## src/verilog/video_settings.svh

```systemverilog
// Video back end sizes
// RAM widths, sprite count and the download address map
`ifndef VIDEO_SETTINGS_SVH
`define VIDEO_SETTINGS_SVH

// ==============================
// Memory sizes
// ==============================

// Palette RAM, 256 words of 4 bits
`define PAL_AW 8
`define PAL_DW 4
// Background cell RAM, 32x32 cells
`define VRAM_AW 10
// Entries in the sprite list
`define OBJ_NUM 4
// Pixel code width out of both layers
`define PIX_W 6

// ==============================
// Download map, upper address byte
// ==============================
`define DL_PAL_G_HI 8'hF0
`define DL_PAL_R_HI 8'hF1
`define DL_VRAM_LO 8'hF4
`define DL_VRAM_TOP 8'hF7
`define DL_OBJ_HI 8'hF8

`endif

```

## src/verilog/video_pkg.sv

```systemverilog
// Video back end types
// Download region enum and the address decode shared by all memory owners
`include "video_settings.svh"

package video_pkg;

	// Memory regions reachable through the download port
	typedef enum logic [2:0] {
		REG_NONE,
		REG_PAL_G,
		REG_PAL_R,
		REG_VRAM,
		REG_OBJ
	} dl_region_t;

	// Region decode from the 16-bit download address
	function automatic dl_region_t region_of(input logic [15:0] addr);
		dl_region_t sel;
		sel = REG_NONE;
		if (addr[15:8] == `DL_PAL_G_HI)
			sel = REG_PAL_G;
		else if (addr[15:8] == `DL_PAL_R_HI)
			sel = REG_PAL_R;
		else if ((addr[15:8] >= `DL_VRAM_LO) && (addr[15:8] <= `DL_VRAM_TOP))
			sel = REG_VRAM;
		// Only the low 4*OBJ_NUM bytes of page F8 hold sprites
		else if ((addr[15:8] == `DL_OBJ_HI) && (addr[7:0] < (4 * `OBJ_NUM)))
			sel = REG_OBJ;
		return sel;
	endfunction

endpackage

```

## src/verilog/col_pal.sv

```systemverilog
// Color palette block
// Tile/object priority mix, palette address latch with blank clear,
// two 256x4 palette RAMs and inverted 3-3-2 RGB out
`timescale 1ns/1ps
`include "video_settings.svh"

module col_pal (
	input  logic              CLK_24M,
	input  logic              W_1EF_RST,
	input  logic              pix_en,
	input  logic [`PIX_W-1:0] tile_pix,
	input  logic [`PIX_W-1:0] obj_pix,
	input  logic              cmp_blank_n,
	input  logic [1:0]        bank,
	input  logic [15:0]       dl_addr,
	input  logic              dl_wr,
	input  logic [7:0]        dl_data,
	output logic [2:0]        r,
	output logic [2:0]        g,
	output logic [1:0]        b
);

	import video_pkg::*;

	logic              blank_s1_n;
	logic [1:0]        bank_s1;
	logic [`PIX_W-1:0] mix_pix;
	logic [9:0]        pal_lat_d;
	logic [9:0]        pal_lat;
	logic [`PAL_DW-1:0] red_q;
	logic [`PAL_DW-1:0] grn_q;
	logic              red_we;
	logic              grn_we;

	// ==============================
	// Stage 1 alignment
	// ==============================
	// Blank and bank held one enable, in step with the layer registers
	always_ff @(posedge CLK_24M or negedge W_1EF_RST)
	begin
		if (!W_1EF_RST)
		begin
			blank_s1_n <= 1'b0;
			bank_s1    <= 2'b00;
		end
		else if (pix_en)
		begin
			blank_s1_n <= cmp_blank_n;
			bank_s1    <= bank;
		end
	end

	// Object wins unless its low color bits are zero
	assign mix_pix = (obj_pix[1:0] != 2'b00) ? obj_pix : tile_pix;

	// Bank, pixel, opaque flag, blank flag
	assign pal_lat_d = {bank_s1, mix_pix, |mix_pix[1:0], blank_s1_n};

	// ==============================
	// Stage 2 latch
	// ==============================
	always_ff @(posedge CLK_24M or negedge W_1EF_RST)
	begin
		if (!W_1EF_RST)
			pal_lat <= '0;
		else if (pix_en)
			// Blanked sample forces palette entry 0
			pal_lat <= blank_s1_n ? pal_lat_d : '0;
	end

	// Download strobes per palette
	assign grn_we = dl_wr && (region_of(dl_addr) == REG_PAL_G);
	assign red_we = dl_wr && (region_of(dl_addr) == REG_PAL_R);

	// Green/blue word
	palette_ram #(.aw(`PAL_AW), .dw(`PAL_DW)) pal_g (
		.clock_a   (CLK_24M),
		.address_a (pal_lat[9:2]),
		.q_a       (grn_q),
		.clock_b   (CLK_24M),
		.address_b (dl_addr[`PAL_AW-1:0]),
		.wren_b    (grn_we),
		.data_b    (dl_data[`PAL_DW-1:0])
	);

	// Red word
	palette_ram #(.aw(`PAL_AW), .dw(`PAL_DW)) pal_r (
		.clock_a   (CLK_24M),
		.address_a (pal_lat[9:2]),
		.q_a       (red_q),
		.clock_b   (CLK_24M),
		.address_b (dl_addr[`PAL_AW-1:0]),
		.wren_b    (red_we),
		.data_b    (dl_data[`PAL_DW-1:0])
	);

	// Palette data is stored active low
	assign {r, g, b} = {~red_q, ~grn_q};

	// A blanked stage-1 sample empties the latch on the next enable
	a_blank_clear: assert property (@(posedge CLK_24M) disable iff (!W_1EF_RST)
		(pix_en && !blank_s1_n) |=> (pal_lat == '0));

endmodule

```

## src/verilog/palette_ram.sv

```systemverilog
// Two-port palette RAM
// Registered read on port a for the pixel path, write on port b for download
`timescale 1ns/1ps
`include "video_settings.svh"

module palette_ram #(
	parameter int aw = `PAL_AW,
	parameter int dw = `PAL_DW
) (
	input  logic          clock_a,
	input  logic [aw-1:0] address_a,
	output logic [dw-1:0] q_a,
	input  logic          clock_b,
	input  logic [aw-1:0] address_b,
	input  logic          wren_b,
	input  logic [dw-1:0] data_b
);

	// Storage array
	logic [dw-1:0] mem [0:(1 << aw) - 1];

	// Pixel side, one clock read latency
	always_ff @(posedge clock_a)
	begin
		q_a <= mem[address_a];
	end

	// Download side
	always_ff @(posedge clock_b)
	begin
		if (wren_b)
			mem[address_b] <= data_b;
	end

	// A write must land on a known word
	a_wr_addr_known: assert property (@(posedge clock_b) wren_b |-> !$isunknown(address_b));

endmodule

```

## config.mk

```make
export PLATFORM = sky130hd
export DESIGN_NAME = col_pal
export DESIGN_NICKNAME = d
export VERILOG_FILES = /design/src/verilog/video_pkg.sv /design/src/verilog/col_pal.sv /design/src/verilog/palette_ram.sv
export VERILOG_INCLUDE_DIRS = /design/src /design/src/verilog
export SDC_FILE = /design/constraint.sdc
export NUM_CORES = 2
export LEC_CHECK = 0
export BUFFER_PORTS_ARGS = -buffer_cell sky130_fd_sc_hd__buf_2
export CORE_ASPECT_RATIO = 0.6
export CORE_MARGIN = 4
export CORE_UTILIZATION = 40
export DETAILED_ROUTE_END_ITERATION = 16
export PLACE_DENSITY = 0.52
export SLEW_MARGIN = 20
export SYNTH_ARGS = -nofsm -noshare
export SYNTH_HDL_FRONTEND = slang
export SYNTH_SLANG_ARGS = --single-unit
```

## constraint.sdc

```tcl
create_clock -name CLK_24M -period 6.7 [get_ports CLK_24M]
set_clock_uncertainty 0.1 [all_clocks]
set_input_delay 1.34 -clock CLK_24M [delete_from_list [all_inputs] [get_ports CLK_24M]]
set_output_delay 1.34 -clock CLK_24M [all_outputs]
set_load 0.03 [all_outputs]
```

==> key figures <==
Logic synthesis
  • Synth cell count leaders: edfxtp_1, nor2_1, mux4_2
  • Number of flops mapped to enable cells by yosys: 2048
  • Share of the synthesized area in the top cell type: 75.3%
  • Ys async rst share: 0.532%
  • Number of cells produced by synthesis: 4154
  • Area contributors post-synth: edfxtp_1, mux4_2, nor2_1, mux2i_1, a22oi_1
  • Synth area leader: edfxtp_1
  • Main synth FF type: edfxtp_1
  • Top-count cell post-synth: edfxtp_1
  • Synthesized net count: 4197
  • Cell Area, Synth: approximately 80000 µm²
  • #FFs+latches synth: between 2000 and 2500
  • Syn Area/Cell: about 20 µm²
  • Distinct cells, synth: 68
  • Post-synthesis sequential area ratio: 75.9%
  • Synthesis Warnings: 0

Status
  • Status: completed

Placed design
  • Port bufs: 46
  • Routability congestion estimate: 0.826
  • Post-DP HPWL: 136 mm

Clock tree
  • CTS resizes: 0
  • Clock sinks: 2067
  • TritonCTS Buffers: 191
  • Setup Buffers After CTS: 0
  • CTS root buffer: clkbuf_16
  • Clk slew on worst S/H paths: about 70 ps
  • Worst skew pair latency: between 800 and 900 ps
  • # hold bufs at CTS: 0
  • CTS tree: done
  • Htree depth: 4
  • Clk buf depth: 4

Worst setup path
  • Crit path cell chain: inv_1 > buf_4 > nand3_1 > o32ai_1 > nor2_1 > a31oi_1 > a21oi_1 > nor4_1
  • Buf/Inv on CP: 2
  • Worst EP required: a little over 7000 ps
  • CP top delay family: simple AND/OR/NAND/NOR gates
  • Critical path startpoint category: flop
  • Setup CP Type: flop to flop
  • CP Max Fanout: 24
  • Worst path slowest cell: nor4_1
  • Crit-path max cell delay: 1030 ps
  • CP arrival: approximately 5100 ps
  • R2R Setup Slk: 2170 ps
  • Setup crit end kind: flop

Floorplan
  • Core area: approximately 200000 µm²
  • Rows: 128
  • Die width: 591 µm
  • Boundary pin count: 51
  • Die area: 212000 µm²
  • Starting density of the core: 40.2%
  • Die Y: between 300 and 400 µm

Hold path
  • Hold Path Class: primary input to asynchronous set/reset pin

Power
  • Leak: 27.0 nW
  • Power Total: around 27 mW
  • Power Density: 303 nW/µm²
  • Maximum vdd ir drop: a little under 0.2 mV

Routing
  • DR WL/cell: ~32 µm
  • Routed Antenna Nets: 0
  • Vias/cell: 5.87
  • Drt first pass iters: 5
  • Residual DRC: 0
  • DRT Wirelength: 225 mm
  • Initial DRC count: 4854
  • Vias after detailed routing: 41700

Timing
  • Final Hold Fails: 0
  • Max transition margin: roughly a fifth
  • RSZ-0062 raised after global routing: false
  • Max-slew violations: 0
  • Final min period: between 4000 and 5000 ps
  • Worst Tran Pin Value: 1210 ps
  • Period utilization: 67.7%
  • F_max: 221 MHz
  • Final setup vio count: 0
  • TNS Setup: 0 ps

Global routing
  • Largest net degree at the start of global routing: 177
  • Grt ovf: 0
  • GRT Util Overall: between 20% and 30%
  • Initial antenna violation count: 18
  • First-pass GRT wire length: between 300 and 400 mm
  • Vias in the first global route: 41000

Run
  • Total of max-cap violations: 0

Cells and area
  • Share of cells above drive strength 1: ~20%
  • Area growth from synthesis to layout: 11.1%
  • NumNets Final: 4269
[sequential cells by signal, indices dropped and copies added, names as in the netlist]
name        count
pal_r.mem    1024
pal_g.q_a       4
bank_s1         2
pal_g.mem    1024
pal_r.q_a       4
blank_s1_n      1
pal_lat         8
[cell usage in the layout (no fill, tap or decap), drive strengths merged, types with 3 or more instances in the layout]
| master | count |
|---|---|
| nand2b | 4 |
| nand2 | 61 |
| o221ai | 45 |
| clkbuf | 241 |
| edfxtp | 2048 |
| mux2 | 12 |
| a31oi | 11 |
| inv | 21 |
| or3 | 19 |
| nor4 | 20 |
| nand4 | 6 |
| diode | 8 |
| bufinv | 15 |
| o2111ai | 3 |
| o21ai | 20 |
| nor2b | 15 |
| clkinv | 78 |
| a221oi | 24 |
| a21oi | 97 |
| buf | 157 |
| nand3 | 44 |
| mux4 | 433 |
| a22o | 16 |
| dfxtp | 8 |
| o32ai | 12 |
| a2111oi | 5 |
| mux2i | 147 |
| a22oi | 132 |
| nor2 | 548 |
| nor3 | 30 |
| a211oi | 8 |
| or4 | 3 |
| clkinvlp | 4 |
| a32oi | 5 |
| dfrtp | 11 |
| o22ai | 40 |
[through the flow]
stage	util [%]	cells	setup slack, ps	hold WS, ps	area (µm²)
2_1_floorplan	-	4154	3170	374	81600
3_5_place_dp	41.8	6762	1720	401	84700
5_1_grt	44.7	7101	2220	261	90700
6_report	44.7	7109	2170	288	90700
4_1_cts	44.7	7100	2360	233	90600
3_3_place_gp	41.8	6762	1740	399	84700
[where the power goes]
group          internal, mW  switching (mW)
sequential             14.2          0.0853
clock                  5.91            4.77
combinational         0.874            1.60
total                  21.0            6.45
[final cells by class]
type                       count  area [µm²]
inverter                      21        78.8
multi-input combinational   1788       17900
sequential                  2067       61900
fill                       17300      112000
clock inverter                97         858
timing repair buffer         157        1430
clock buffer                 241        5050
antenna                        8        20.0
tap                         2730        3420
[per-layer routing]
metal  GRT usage, %  vias up  wire, µm
li1               -    17200         -
met1           33.5    22200    104000
met2           28.7     2034     92500
met3           5.98      268     23800
met4           3.79        6      3730
met5          0.562        -       193
[cell families after synthesis]
group	Yosys count	synth area share, %
and+or+nand+nor	759	3.89
buffers and inverters	299	2.38
DFF	2067	75.9
muxes	592	14.1
AOI/OAI and AO/OA	437	3.80
[path summary, 6_finish.rpt]
check / startpoint / end / depth (start not counted)
setup / recovery: pal_lat[4] / pal_r.q_a[1] / 8
hold reg to reg: bank_s1[0] / bank_s1[0] / 1
setup reg to reg: pal_lat[4] / pal_r.q_a[1] / 8
min in group CLK_24M: bank_s1[0] / bank_s1[0] / 1
max in group asynchronous: W_1EF_RST / pal_lat[4] / 1
hold / removal: W_1EF_RST / blank_s1_n / 1
Power figures use the tool's default switching activity.
