**config.mk**
```make
export PLATFORM = sky130hd
export DESIGN_NAME = obj_layer
export DESIGN_NICKNAME = d
export VERILOG_FILES = /design/src/verilog/video_pkg.sv /design/src/verilog/obj_layer.sv
export VERILOG_INCLUDE_DIRS = /design/src /design/src/verilog
export SDC_FILE = /design/constraint.sdc
export NUM_CORES = 1
export LEC_CHECK = 0
export BUFFER_PORTS_ARGS = -buffer_cell sky130_fd_sc_hd__buf_2
export CAP_MARGIN = 20
export CORE_MARGIN = 1.5
export CORE_UTILIZATION = 40
export CTS_CLUSTER_SIZE = 24
export DETAILED_ROUTE_END_ITERATION = 12
export SLEW_MARGIN = 20
export SYNTH_ARGS = -nofsm -noshare
export SYNTH_HDL_FRONTEND = slang
export SYNTH_SLANG_ARGS = --single-unit
export TNS_END_PERCENT = 1
```
**constraint.sdc**
```tcl
create_clock -name CLK_24M -period 4.7 [get_ports CLK_24M]
set_input_delay 0.47 -clock CLK_24M [delete_from_list [all_inputs] [get_ports CLK_24M]]
set_output_delay 0.47 -clock CLK_24M [all_outputs]
set_load 0.005 [all_outputs]
```
**src/verilog/video_settings.svh**
```systemverilog
// Video back end sizes
// RAM widths, sprite count and the download address map
`ifndef VIDEO_SETTINGS_SVH
`define VIDEO_SETTINGS_SVH

// ==============================
// Memory sizes
// ==============================

// Palette RAM, 256 words of 4 bits
`define PAL_AW 8
`define PAL_DW 4
// Background cell RAM, 32x32 cells
`define VRAM_AW 10
// Entries in the sprite list
`define OBJ_NUM 4
// Pixel code width out of both layers
`define PIX_W 6

// ==============================
// Download map, upper address byte
// ==============================
`define DL_PAL_G_HI 8'hF0
`define DL_PAL_R_HI 8'hF1
`define DL_VRAM_LO 8'hF4
`define DL_VRAM_TOP 8'hF7
`define DL_OBJ_HI 8'hF8

`endif

```
**src/verilog/video_pkg.sv**
```systemverilog
// Video back end types
// Download region enum and the address decode shared by all memory owners
`include "video_settings.svh"

package video_pkg;

	// Memory regions reachable through the download port
	typedef enum logic [2:0] {
		REG_NONE,
		REG_PAL_G,
		REG_PAL_R,
		REG_VRAM,
		REG_OBJ
	} dl_region_t;

	// Region decode from the 16-bit download address
	function automatic dl_region_t region_of(input logic [15:0] addr);
		dl_region_t sel;
		sel = REG_NONE;
		if (addr[15:8] == `DL_PAL_G_HI)
			sel = REG_PAL_G;
		else if (addr[15:8] == `DL_PAL_R_HI)
			sel = REG_PAL_R;
		else if ((addr[15:8] >= `DL_VRAM_LO) && (addr[15:8] <= `DL_VRAM_TOP))
			sel = REG_VRAM;
		// Only the low 4*OBJ_NUM bytes of page F8 hold sprites
		else if ((addr[15:8] == `DL_OBJ_HI) && (addr[7:0] < (4 * `OBJ_NUM)))
			sel = REG_OBJ;
		return sel;
	endfunction

endpackage

```
**src/verilog/obj_layer.sv**
```systemverilog
// Object layer
// Four-entry sprite list, each sprite fills an 8x8 box with one pixel code
// Lowest list index wins where boxes overlap
`timescale 1ns/1ps
`include "video_settings.svh"

module obj_layer (
	input  logic              CLK_24M,
	input  logic              W_1EF_RST,
	input  logic              pix_en,
	input  logic [7:0]        h_pos,
	input  logic [7:0]        v_pos,
	input  logic [15:0]       dl_addr,
	input  logic              dl_wr,
	input  logic [7:0]        dl_data,
	output logic [`PIX_W-1:0] obj_pix
);

	import video_pkg::*;

	localparam int OBJ_IW = $clog2(`OBJ_NUM);

	// Sprite list, split by byte lane
	logic [7:0]          obj_x    [0:`OBJ_NUM-1];
	logic [7:0]          obj_y    [0:`OBJ_NUM-1];
	logic [`PIX_W-1:0]   obj_code [0:`OBJ_NUM-1];
	logic                obj_we;
	logic [OBJ_IW-1:0]   obj_idx;
	logic [`OBJ_NUM-1:0] hit;
	logic [`PIX_W-1:0]   hit_code;

	// ==============================
	// Download write
	// ==============================
	assign obj_we  = dl_wr && (region_of(dl_addr) == REG_OBJ);
	// Byte 4n+k goes to sprite n, lane k
	assign obj_idx = dl_addr[OBJ_IW+1:2];

	always_ff @(posedge CLK_24M or negedge W_1EF_RST)
	begin
		if (!W_1EF_RST)
		begin
			// Cleared list covers (0,0) with code 0, so nothing shows
			for (int i = 0; i < `OBJ_NUM; i++)
			begin
				obj_x[i]    <= '0;
				obj_y[i]    <= '0;
				obj_code[i] <= '0;
			end
		end
		else if (obj_we)
		begin
			case (dl_addr[1:0])
				2'd0: obj_x[obj_idx] <= dl_data;
				2'd1: obj_y[obj_idx] <= dl_data;
				2'd2: obj_code[obj_idx] <= dl_data[`PIX_W-1:0];
				default: ;  // reserved byte is dropped
			endcase
		end
	end

	// ==============================
	// Box compare, all sprites at once
	// ==============================
	for (genvar i = 0; i < `OBJ_NUM; i++)
	begin : g_hit
		logic [8:0] dx;
		logic [8:0] dy;
		// Nine-bit difference, negative offsets show up in bit 8
		assign dx     = {1'b0, h_pos} - {1'b0, obj_x[i]};
		assign dy     = {1'b0, v_pos} - {1'b0, obj_y[i]};
		assign hit[i] = (dx[8:3] == 6'd0) && (dy[8:3] == 6'd0);
	end

	// Priority pick, scanned from the top so index 0 is assigned last
	always_comb
	begin
		hit_code = '0;
		for (int i = `OBJ_NUM - 1; i >= 0; i--)
		begin
			if (hit[i])
				hit_code = obj_code[i];
		end
	end

	// Stage 1 register
	always_ff @(posedge CLK_24M or negedge W_1EF_RST)
	begin
		if (!W_1EF_RST)
			obj_pix <= '0;
		else if (pix_en)
			obj_pix <= hit_code;
	end

	// Object pixel stays defined once out of reset
	a_obj_known: assert property (@(posedge CLK_24M) disable iff (!W_1EF_RST)
		!$isunknown(obj_pix));

endmodule

```
==> results of run 1 <==
==> state kept, by name, summed over array words and instances, names as in the netlist <==
signal / cells
obj_pix: 6
obj_y: 32
obj_code: 24
obj_x: 32
==> final timing paths <==
path | startpoint | end | depth (start not counted)
min in group CLK_24M | dl_data[7] | obj_y[23] | 3
min | W_1EF_RST | obj_y[26] | 1
max reg2reg | obj_y[19] | obj_pix[5] | 10
min reg2reg | obj_x[8] | obj_x[8] | 1
max | obj_y[19] | obj_pix[5] | 10
max in group asynchronous | W_1EF_RST | obj_x[12] | 2
==> power breakdown <==
group / internal (uW) / switching (uW) / total [uW]
Sequential: 812 / 2.82 / 815
Combinational: 58.9 / 104 / 163
Clock: 414 / 326 / 741
==> synthesized netlist by cell type, types with 8 or more instances <==
master,n
a21oi_1,36
o21ai_0,72
clkbuf_1,15
nand4_1,8
mux2_2,31
nor3_1,9
ha_1,56
nor2_1,24
dfrtp_1,94
nand2b_1,12
inv_1,62
nand2_1,75
==> through the flow <==
| stage | power [uW] | setup slack [ns] |
|---|---|---|
| after floorplan | 914.3 | 1.964 |
| after global placement | 989.4 | 1.637 |
| after detailed placement | 993.2 | 1.591 |
| after CTS | 1738 | 1.827 |
| after global routing | 1791 | 1.584 |
| final | 1719 | 1.805 |
==> final cells by class <==
type,instances,area (sq um)
Sequential cell,94,2352
Timing Repair Buffer,54,285.3
Inverter,62,232.7
Clock inverter,7,72.57
Clock buffer,9,225.2
Fill cell,1347,7498
Multi-Input combinational cell,444,3151
Tap cell,180,225.2
==> per-layer routing <==
| layer | up-vias | wire, um | global-route usage |
|---|---|---|---|
| met1 | 2222 | 7016 | 0.2896 |
| met4 | 0 | 139 | 0.05460 |
| li1 | 2283 | - | - |
| met5 | - | 0 | 0 |
| met2 | 104 | 6864 | 0.3422 |
| met3 | 10 | 558 | 0.03617 |
==> cell families after synthesis <==
family                     Yosys count  synth area share
and+or+nand+nor                    176            0.1521
AOI/OAI and AO/OA                  165            0.1779
DFF                                 94            0.4044
buffers and inverters               81           0.05399
adders and majority gates           56            0.1205
muxes                               40           0.08066
xor gates and xnor gates             7           0.01054
==> worst register-to-register path, cell delays in order (launching register included) <==
cell and delay [ns]:
dfrtp_1 0.36, inv_1 0.08, ha_1 0.25, nor2_1 0.08, or2_1 0.27, o31ai_1 0.31, mux2_2 0.39, o211a_1 0.21
a32oi_1 0.52, nand4_1 0.18, a21oi_1 0.18
==> summary.md, run 1 <==
| Metric | Value |
|---|---|
| Run status | `finished, final reports clean` |
| Clock-pin slew on the worst setup and hold paths | `0.07 ns` |
| Wire length of the first global-routing pass | `24.11 mm` |
| Number of global-route vias before repair | `4649` |
| Hold_buf cts | `0` |
| CTS Sinks | `94` |
| Type of the setup path with the least slack | `flip-flop to flip-flop` |
| Area Growth Syn to Fin | `12.50%` |
| H-tree depth reported by CTS | `3` |
| Instance count after placement with tap cells included | `834` |
| Fraction of registers with async set or reset after synthesis | `1.000` |
| Largest delay share family, worst path | `compound AO/OA/AOI/OAI gates` |
| Die extent in x | `123.6 um` |
| Pwr per Cell Area | `262.6 nW/um^2` |
| Worst Hold Margin | `0.04283 ns` |
| Max Slew Vio Count | `0` |
| Wirelength, routed | `14.58 mm` |
| Top library cells by usage in the layout, fill and taps aside | `dfrtp_1, nand2_1, o21ai_0` |
| Routed wirelength normalized by instance count | `17.15 um` |
| TritonCTS clock tree | `yes` |
| Type of the tightest min-delay check | `primary input to asynchronous set/reset pin` |
| Fin Clk Skew | `0.007447 ns` |
| Number of gates given a new drive strength after cts | `0` |
| IO Port Bufs | `49` |
| Worst-Skew Late Latency | `0.34 ns` |
| Worst path slowest cell | `a32oi_1` |
| Crit-path max cell delay | `0.52 ns` |
| Chip height | `123.6 um` |
| Distinct cell type count of the synthesized netlist | `59` |
| Number of enable flip-flop cells after synthesis | `0` |
| Pin slew with the least headroom to its limit | `1.017 ns` |
| # nets final | `765` |
| Cell area after placement | `6246 sq um` |
| CTS Buf Count | `9` |
| Area share of the leading cell type in the synthesized netlist | `0.4044` |
| Count of non-filler cells in the finished layout | `850` |
| Post-synthesis average cell area | `9.397 sq um` |
| Pre-Repair DR Iteration Count | `5` |
| Sum of buffers and inverters on the critical path | `1` |
| Required arrival time at the worst endpoint | `4.97 ns` |
| Seq/Total Area, Yosys | `0.4044` |
| Cell-by-cell listing of the critical path | `inv_1 > ha_1 > nor2_1 > or2_1 > o31ai_1 > mux2_2 > o211a_1 > a32oi_1 > nand4_1 > a21oi_1` |
| Data arrival, critical path | `3.17 ns` |
| Netlist area before placement | `5817 sq um` |
| Sort of element at the end of the critical path | `flip-flop` |
| Startpoint type of the worst setup path | `flip-flop` |
| Post-route cell area | `6544 sq um` |
| Number of hold violations in the final report | `0` |
| Antenna fix cells | `0` |
| Setup repair after global routing missed its margin | `no` |
| Util after Layout | `0.4660` |
| Post-detailed-route DRC marker count | `0` |
| Total vias in the final route | `4619` |
| Post-route minimum period | `2.895 ns` |
| Maximum ir drop on the vdd rail | `0.1502 mV` |
| Total Negative Setup Slacks | `0 ns` |
| Worst R2R Setup Slack | `1.80 ns` |
| Clock root cell | `clkbuf_16` |
| I/O pin total | `50` |
| Final Cycle Share | `0.6161` |
| Number of register bits inferred by synthesis | `94` |
| Starting Density | `0.4142` |
| Peak clock frequency supported by timing | `345.4 MHz` |
| Initial antenna violation count | `0` |
| Starting DRC count in detailed routing | `231` |
| Headroom to the max-slew limit | `0.3195` |
| DRT antenna net count | `0` |
| Synthesized Nets | `719` |
| Row count | `43` |
| Leakage dissipation | `0.003270 uW` |
| Number of vias per cell after detailed routing | `5.434` |
| Core outline area | `14040 sq um` |
| Layout cells sized above 1 | `0.1836` |
| Total gr overflow | `0` |
| GRT Total Usage | `0.2099` |
| Final setup violation count | `0` |
| Half-perimeter wire length after detailed placement | `10.94 mm` |
| Maximum number of buffers from clock root to sink | `2` |
| Largest net degree at the start of global routing | `65` |
| Number of instances in the synthesized netlist | `619` |
| Most common library cell in the layout ignoring fill and taps | `dfrtp_1` |
| Crit Path Max Fanout | `7` |
| Number of warnings printed during yosys synthesis | `0` |
| Number of setup buffers added after CTS | `0` |
| Primary flip-flop cell chosen by synthesis mapping | `dfrtp_1` |
| Area of the die | `15270 sq um` |
| Synth top area cells | `dfrtp_1, ha_1, o21ai_0, mux2_2, nand2_1` |
| Routability congestion estimate from global placement | `0.8777` |
| Cell taking the most area after synthesis | `dfrtp_1` |
| Count of maximum capacitance violations | `0` |
No activity file was read; power rests on OpenSTA's default activity.
==> run 2, diff against run 1 <==
==> constraint.sdc (replaced) <==
create_clock -name CLK_24M -period 2.84 [get_ports CLK_24M]
set_input_delay 0.284 -clock CLK_24M [delete_from_list [all_inputs] [get_ports CLK_24M]]
set_output_delay 0.284 -clock CLK_24M [all_outputs]
set_load 0.005 [all_outputs]
==> summary.md, run 2 (synthesis results as in run 1) <==
| Metric | Value |
|---|---|
| Run status | `finished, final reports clean` |
| Largest delay share family, worst path | `compound AO/OA/AOI/OAI gates` |
| Total vias in the final route | `4715 (+2.1%)` |
| Wire length of the first global-routing pass | `24.93 mm (+3.4%)` |
| Count of maximum capacitance violations | `0 (unchanged)` |
| Type of the setup path with the least slack | `flip-flop to flip-flop` |
| Final setup violation count | `0 (unchanged)` |
| Pwr per Cell Area | `417.2 nW/um^2 (+59%)` |
| Capture instance of the worst register-to-register path | `obj_pix[2]` |
| Routability congestion estimate from global placement | `0.8998 (+2.5%)` |
| Met3 Resource Use GR | `0.03480 (-0.001374)` |
| Sum of buffers and inverters on the critical path | `2 (+1)` |
| Clock root cell | `clkbuf_16` |
| Worst Hold Path EP | `obj_y[14]` |
| Critical hold path startpoint | `dl_data[6]` |
| Cell-by-cell listing of the critical path | `inv_2 > ha_1 > or3_4 > o21ai_1 > a31oi_2 > or4_4 > o41ai_4 > buf_4 > a31o_2 > a21oi_1 > a21oi_1` |
| Worst-Skew Late Latency | `0.36 ns (+0.02 ns)` |
| Worst path slowest cell | `or4_4` |
| Headroom to the max-slew limit | `0.5075 (+0.1881)` |
| Pre-Repair DR Iteration Count | `5 (unchanged)` |
| CTS Buf Count | `9 (unchanged)` |
| Type of the tightest min-delay check | `primary input to flip-flop` |
| Half-perimeter wire length after detailed placement | `11.20 mm (+2.4%)` |
| Worst reg2reg path depth | `11 (+1)` |
| Post-route minimum period | `2.812 ns (-0.08346 ns)` |
| Met2 routing resource usage after global routing | `0.3474 (+0.005180)` |
| Leakage dissipation | `0.003364 uW (+2.9%)` |
| Clock-pin slew on the worst setup and hold paths | `0.07 ns (about the same)` |
| Crit-path max cell delay | `0.49 ns (-0.03 ns)` |
| Total Negative Setup Slacks | `0 ns (unchanged)` |
| Most common library cell in the layout ignoring fill and taps | `dfrtp_1` |
| Core outline area | `14040 sq um (unchanged)` |
| Met1 demand-to-capacity share in global routing | `0.2944 (+0.004714)` |
| Number of global-route vias before repair | `4844 (+4.2%)` |
| Beginning of the worst register-to-register path | `obj_x[29]` |
| # nets final | `783 (+2.4%)` |
| Number of cells on the worst hold path | `3` |
| Worst R2R Setup Slack | `0.03 ns (-1.78 ns)` |
| Startpoint type of the worst setup path | `flip-flop` |
| Pin slew with the least headroom to its limit | `0.7371 ns (-0.2799 ns)` |
| Top library cells by usage in the layout, fill and taps aside | `dfrtp_1, nand2_1, o21ai_0` |
| IO Port Bufs | `49 (unchanged)` |
| Util after Layout | `0.4776 (+0.01158)` |
| Cell repeated most along the worst path | `a21oi_1` |
| Layout cells sized above 1 | `0.2093 (+0.02572)` |
| Maximum number of buffers from clock root to sink | `2 (unchanged)` |
| Data arrival, critical path | `3.08 ns (-0.09 ns)` |
| Registers with the highest flip-flop counts | `obj_x (32), obj_y (32), obj_code (24)` |
| Sort of element at the end of the critical path | `flip-flop` |
| Initial antenna violation count | `0 (unchanged)` |
| Antenna fix cells | `0 (unchanged)` |
| CTS Sinks | `94 (unchanged)` |
| Max Slew Vio Count | `0 (unchanged)` |
| Total gr overflow | `0 (unchanged)` |
| Global routing's busiest layer | `met2` |
| Required arrival time at the worst endpoint | `3.11 ns (-1.86 ns)` |
| Maximum ir drop on the vdd rail | `0.2679 mV (+78%)` |
| DRT antenna net count | `0 (unchanged)` |
| Crit Path Max Fanout | `6 (-1)` |
| Area of the die | `15270 sq um (unchanged)` |
| I/O pin total | `50 (unchanged)` |
| Post-detailed-route DRC marker count | `0 (unchanged)` |
| Peak clock frequency supported by timing | `355.6 MHz (+3.0%)` |
| Area Growth Syn to Fin | `15.29%` |
| TritonCTS clock tree | `yes` |
| Row count | `43 (unchanged)` |
| Starting DRC count in detailed routing | `223 (-3.5%)` |
| Final Cycle Share | `0.9901 (+0.3741)` |
| Number of vias per cell after detailed routing | `5.432 (about the same)` |
| H-tree depth reported by CTS | `3 (unchanged)` |
| Chip height | `123.6 um (unchanged)` |
| Number of hold violations in the final report | `0 (unchanged)` |
| Fin Clk Skew | `0.009981 ns (+0.002533 ns)` |
| Routed wirelength normalized by instance count | `17.20 um (+0.30%)` |
| Setup repair after global routing missed its margin | `yes` |
| Largest net degree at the start of global routing | `56 (-14%)` |
| GRT Total Usage | `0.2150 (+0.005178)` |
| Wirelength, routed | `14.93 mm (+2.4%)` |
| Number of fillers in the final layout | `1302 (-3.3%)` |
| Die extent in x | `123.6 um (unchanged)` |
| Starting Density | `0.4142 (unchanged)` |
==> run 2: changes by cell type in the layout (fill, tap and decap cells not counted), sizes merged <==
cell | previous run | this run
buf | 54 | 71
clkbuf | 9 | 12
bufinv | 1 | 0
clkinv | 2 | 1
clkinvlp | 2 | 1
dlygate4sd3 | 0 | 1
==> run 2: routing by layer <==
layer,share of wire,up-vias
li1,-,2319
met1,0.48,2261
met2,0.46,115
met3,0.043,20
met4,0.018,0
met5,0,-
==> run 2: worst max-delay path by stage <==
stage,startpoint,end,cells past startpoint
floorplan,obj_x[29],obj_pix[1],10
CTS,obj_x[29],obj_pix[2],10
detailed placement,h_pos[5],obj_pix[1],10
finish,obj_x[29],obj_pix[2],11
global route,obj_x[29],obj_pix[2],11
global placement,h_pos[5],obj_pix[2],11
==> run 2: area by class of cell <==
class                      instances  area, sq um  share of cell area
multi-input combinational        444         3184              0.4748
sequential                        94         2352              0.3507
timing repair buffer              72        435.4             0.06493
clock buffer                      12        246.5             0.03675
inverter                          62        232.7             0.03470
tap                              180        225.2             0.03358
clock inverter                     4        30.03            0.004478
==> run 2: repair_timing <==
action,in CTS,in global routing
pin swaps,2,2
cloned,0,0
resized for setup,4,5
hold buffers,1,0
buffers inserted,0,1
endpoints found under the hold margin,39,0
setup endpoints to repair,6,6
==> run 2: worst register-to-register path, delay by kind of cell (launching register included) <==
family | cells | cell delay (ns)
buffers and inverters | 2 | 0.23
AO/OA/AOI/OAI | 6 | 0.98
adder cells (fa/ha/maj) | 1 | 0.28
AND/OR/NAND/NOR | 2 | 0.90
flip-flops | 1 | 0.35
==> run 2: per-stage QoR <==
step / hold WS, ns / worst slack [ns] / instances / total power, uW / instance area, sq um
2_1_floorplan: -0.01159 / 0.2380 / 619 / 1513 / 5817
3_3_place_gp: 0.3147 / -0.08914 / 850 / 1643 / 6379
3_5_place_dp: 0.3210 / -0.1348 / 850 / 1651 / 6379
4_1_cts: 0.2654 / 0.006071 / 867 / 2831 / 6683
5_1_grt: 0.2834 / -0.05502 / 868 / 2916 / 6706
6_report: 0.2729 / 0.02802 / 868 / 2798 / 6706
==> run 2: power breakdown <==
group          total (uW)  switching [uW]  internal [uW]
registers            1350            5.25           1340
logic                 283             175            108
clock network        1170             542            624
total                2800             722           2080
==> run 3, diff against run 2 <==
--- a/config.mk
+++ b/config.mk
@@ -6,6 +6,7 @@
 export SDC_FILE = /design/constraint.sdc
 export NUM_CORES = 1
 export LEC_CHECK = 0
+export ABC_AREA = 1
 export BUFFER_PORTS_ARGS = -buffer_cell sky130_fd_sc_hd__buf_2
 export CAP_MARGIN = 20
 export CORE_MARGIN = 1.5
==> summary.md, run 3 <==
| Metric | Value |
|---|---|
| Number of register bits inferred by synthesis | `94 (unchanged)` |
| Leakage dissipation | `0.003894 uW (+16%)` |
| Wire length of the first global-routing pass | `28.97 mm (+16%)` |
| Total gr overflow | `0 (unchanged)` |
| Synthesized Nets | `1081 (+50%)` |
| DRT antenna net count | `0 (unchanged)` |
| Synth top area cells | `dfrtp_1, nand2_1, ha_1, inv_1, o21ai_1` |
| Layout cells sized above 1 | `0.09913 (-0.1102)` |
| Post-synthesis average cell area | `6.913 sq um (-26%)` |
| Global routing's busiest layer | `met2` |
| Largest net degree at the start of global routing | `53 (-5.4%)` |
| Die extent in x | `133.2 um (+7.8%)` |
| Routed wirelength normalized by instance count | `14.20 um (-17%)` |
| Chip height | `133.2 um (+7.8%)` |
| Cell-by-cell listing of the critical path | `inv_1 > ha_1 > a21oi_1 > nor2_1 > nor2_1 > nand2_1 > nand2_1 > nand2_1 > nor2_1 > nand2_1 > nor2_4 > nand2_2 > o21ai_1 > inv_1 > nand2_1 > nand2_1` |
| Most frequent cells after synthesis | `nand2_1, inv_1, dfrtp_1` |
| Top library cells by usage in the layout, fill and taps aside | `nand2_1, inv_1, dfrtp_1` |
| Number of global-route vias before repair | `5802 (+20%)` |
| Core outline area | `16580 sq um (+18%)` |
| Critical hold path startpoint | `pix_en` |
| Required arrival time at the worst endpoint | `3.09 ns (-0.02 ns)` |
| Capture instance of the worst register-to-register path | `obj_pix[1]` |
| Pwr per Cell Area | `418.3 nW/um^2 (+0.25%)` |
| Cell taking the most area after synthesis | `dfrtp_1` |
| Type of the tightest min-delay check | `primary input to flip-flop` |
| Distinct cell type count of the synthesized netlist | `39 (-34%)` |
| TritonCTS clock tree | `yes` |
| Met3 Resource Use GR | `0.03120 (-0.003596)` |
| Final setup violation count | `0 (unchanged)` |
| Number of cells on the worst hold path | `5 (+2)` |
| Number of gates given a new drive strength after cts | `0 (-4)` |
| Netlist area before placement | `6782 sq um (+17%)` |
| Post-detailed-route DRC marker count | `0 (unchanged)` |
| Setup repair after global routing missed its margin | `no` |
| Number of warnings printed during yosys synthesis | `0 (unchanged)` |
| Number of instances in the synthesized netlist | `981 (+58%)` |
| Post-route cell area | `7557 sq um (+13%)` |
| CP startpoint | `obj_x[27]` |
| Final Cycle Share | `0.8117 (-0.1785)` |
| Clock root cell | `clkbuf_16` |
| Total Negative Setup Slacks | `0 ns (unchanged)` |
| Starting DRC count in detailed routing | `335 (+50%)` |
| Maximum number of buffers from clock root to sink | `2 (unchanged)` |
| # nets final | `1124 (+44%)` |
| Fin Clk Skew | `0.005902 ns (-0.004079 ns)` |
| Crit Path Max Fanout | `12 (+6)` |
| Max Slew Vio Count | `0 (unchanged)` |
| Pre-Repair DR Iteration Count | `5 (unchanged)` |
| Met1 demand-to-capacity share in global routing | `0.2770 (-0.01739)` |
| Sort of element at the end of the critical path | `flip-flop` |
| Seq/Total Area, Yosys | `0.3469 (-0.05752)` |
| Most frequent cell after synthesis | `nand2_1` |
| Post-route minimum period | `2.305 ns (-0.5069 ns)` |
| Row count | `47 (+9.3%)` |
| GRT Total Usage | `0.2085 (-0.006529)` |
| Initial antenna violation count | `0 (unchanged)` |
| Clock-pin slew on the worst setup and hold paths | `0.07 ns (about the same)` |
| CTS Buf Count | `9 (unchanged)` |
| Routability congestion estimate from global placement | `0.8846 (-1.7%)` |
| Run status | `finished, final reports clean` |
| Fraction of registers with async set or reset after synthesis | `1.000 (unchanged)` |
| Met2 routing resource usage after global routing | `0.3510 (+0.003608)` |
| Area share of the leading cell type in the synthesized netlist | `0.3469 (-0.05752)` |
| Cell repeated most along the worst path | `nand2_1` |
| CTS Sinks | `94 (unchanged)` |
| Peak clock frequency supported by timing | `433.8 MHz (+22%)` |
| Starting Density | `0.4089 (-0.005305)` |
| Number of hold violations in the final report | `0 (unchanged)` |
| Worst reg2reg path depth | `16 (+5)` |
| Number of vias per cell after detailed routing | `4.905 (-9.7%)` |
| Wirelength, routed | `17.74 mm (+19%)` |
| Worst path slowest cell | `dfrtp_1` |
| Worst-Skew Late Latency | `0.35 ns (about the same)` |
| I/O pin total | `50 (unchanged)` |
| Antenna fix cells | `0 (unchanged)` |
| Pin slew with the least headroom to its limit | `0.7819 ns (+0.04480 ns)` |
| Primary flip-flop cell chosen by synthesis mapping | `dfrtp_1` |
| Cell area after placement | `7231 sq um (+13%)` |
| Maximum ir drop on the vdd rail | `0.2679 mV (about the same)` |
| Startpoint type of the worst setup path | `flip-flop` |
| Area Growth Syn to Fin | `11.44%` |
| Worst R2R Setup Slack | `0.53 ns (+0.51 ns)` |
| Area of the die | `17740 sq um (+16%)` |
| Registers with the highest flip-flop counts | `obj_x (32), obj_y (32), obj_code (24)` |
| Worst Hold Path EP | `obj_pix[5]` |
| Crit-path max cell delay | `0.36 ns (-0.13 ns)` |
| Most common library cell in the layout ignoring fill and taps | `nand2_1` |
| Type of the setup path with the least slack | `flip-flop to flip-flop` |
| Beginning of the worst register-to-register path | `obj_x[27]` |
| Number of enable flip-flop cells after synthesis | `0 (unchanged)` |
| IO Port Bufs | `49 (unchanged)` |
| Headroom to the max-slew limit | `0.4781 (-0.02938)` |
| Data arrival, critical path | `2.55 ns (-0.53 ns)` |
| Total vias in the final route | `6126 (+30%)` |
| Half-perimeter wire length after detailed placement | `13.30 mm (+19%)` |
| H-tree depth reported by CTS | `3 (unchanged)` |
| Count of maximum capacitance violations | `0 (unchanged)` |
-- run 3: changes by cell type after synthesis, sizes merged, moves of 24 or more --
cell,change
mux2,-37
nor2,+25
nand3,+63
nand2,+265
inv,+101
o21ai,+24
-- run 3: logic make-up (layout without fill, tap and decap cells) --
group | count (synthesis) | count (layout) | synth area share
compound gates | 153 | 153 | 0.1258
xor+xnor | 6 | 6 | 0.008858
fa+ha+maj | 56 | 56 | 0.1033
buf+inv | 183 | 231 | 0.1046
simple gates | 489 | 489 | 0.3105
flops | 94 | 94 | 0.3469
-- run 3: critical path: cells and delay by family (launching register included) --
| kind | cells | cell delay (ns) |
|---|---|---|
| flip-flops | 1 | 0.36 |
| buffers and inverters | 2 | 0.11 |
| adder cells (fa/ha/maj) | 1 | 0.33 |
| AO/OA/AOI/OAI | 2 | 0.39 |
| AND/OR/NAND/NOR | 11 | 1.01 |
-- run 3: area by class of cell --
| type | count | area [sq um] |
|---|---|---|
| repair buffers | 51 | 277.8 |
| multi-input cells | 704 | 3720 |
| flip-flops and latches | 94 | 2352 |
| clock buffers | 11 | 252.7 |
| well taps | 220 | 275.3 |
| clock inverters | 5 | 63.81 |
| inverters | 164 | 615.6 |
| fillers | 1746 | 9026 |
-- run 3: through the flow --
stage | setup WS (ns) | util | power, uW | hold WS [ns] | std cells
2_1_floorplan | 0.8491 | - | 1692 | -0.01159 | 981
3_3_place_gp | 0.5041 | 0.4360 | 1864 | 0.3296 | 1232
3_5_place_dp | 0.4740 | 0.4360 | 1868 | 0.3319 | 1232
4_1_cts | 0.5345 | 0.4557 | 3195 | 0.3080 | 1249
5_1_grt | 0.2727 | 0.4557 | 3307 | 0.3277 | 1249
6_report | 0.5349 | 0.4557 | 3161 | 0.3131 | 1249
-- run 3: worst max-delay path by stage --
| stage | end |
|---|---|
| floorplan | obj_pix[0] |
| global placement | obj_pix[2] |
| detailed placement | obj_pix[0] |
| CTS | obj_pix[0] |
| global route | obj_pix[5] |
| finish | obj_pix[1] |
-- run 3: per-layer routing --
| metal | part of all wire | wire [um] |
|---|---|---|
| met1 | 0.48 | 8550 |
| met4 | 0.021 | 380 |
| met2 | 0.46 | 8166 |
| met5 | 0 | 0 |
| met3 | 0.036 | 641 |
-- run 3: repair_timing --
action                                 4_1_cts  5_1_grt
hold buffers                                 1        0
buffers inserted                             0        0
endpoints found under the hold margin       42        0
-- run 3: where the power goes --
group	switching, uW	internal (uW)	leakage, uW
logic	332	171	0.00242
registers	0.442	1340	0.00131
clock network	576	743	0.000158
total	909	2250	0.00389
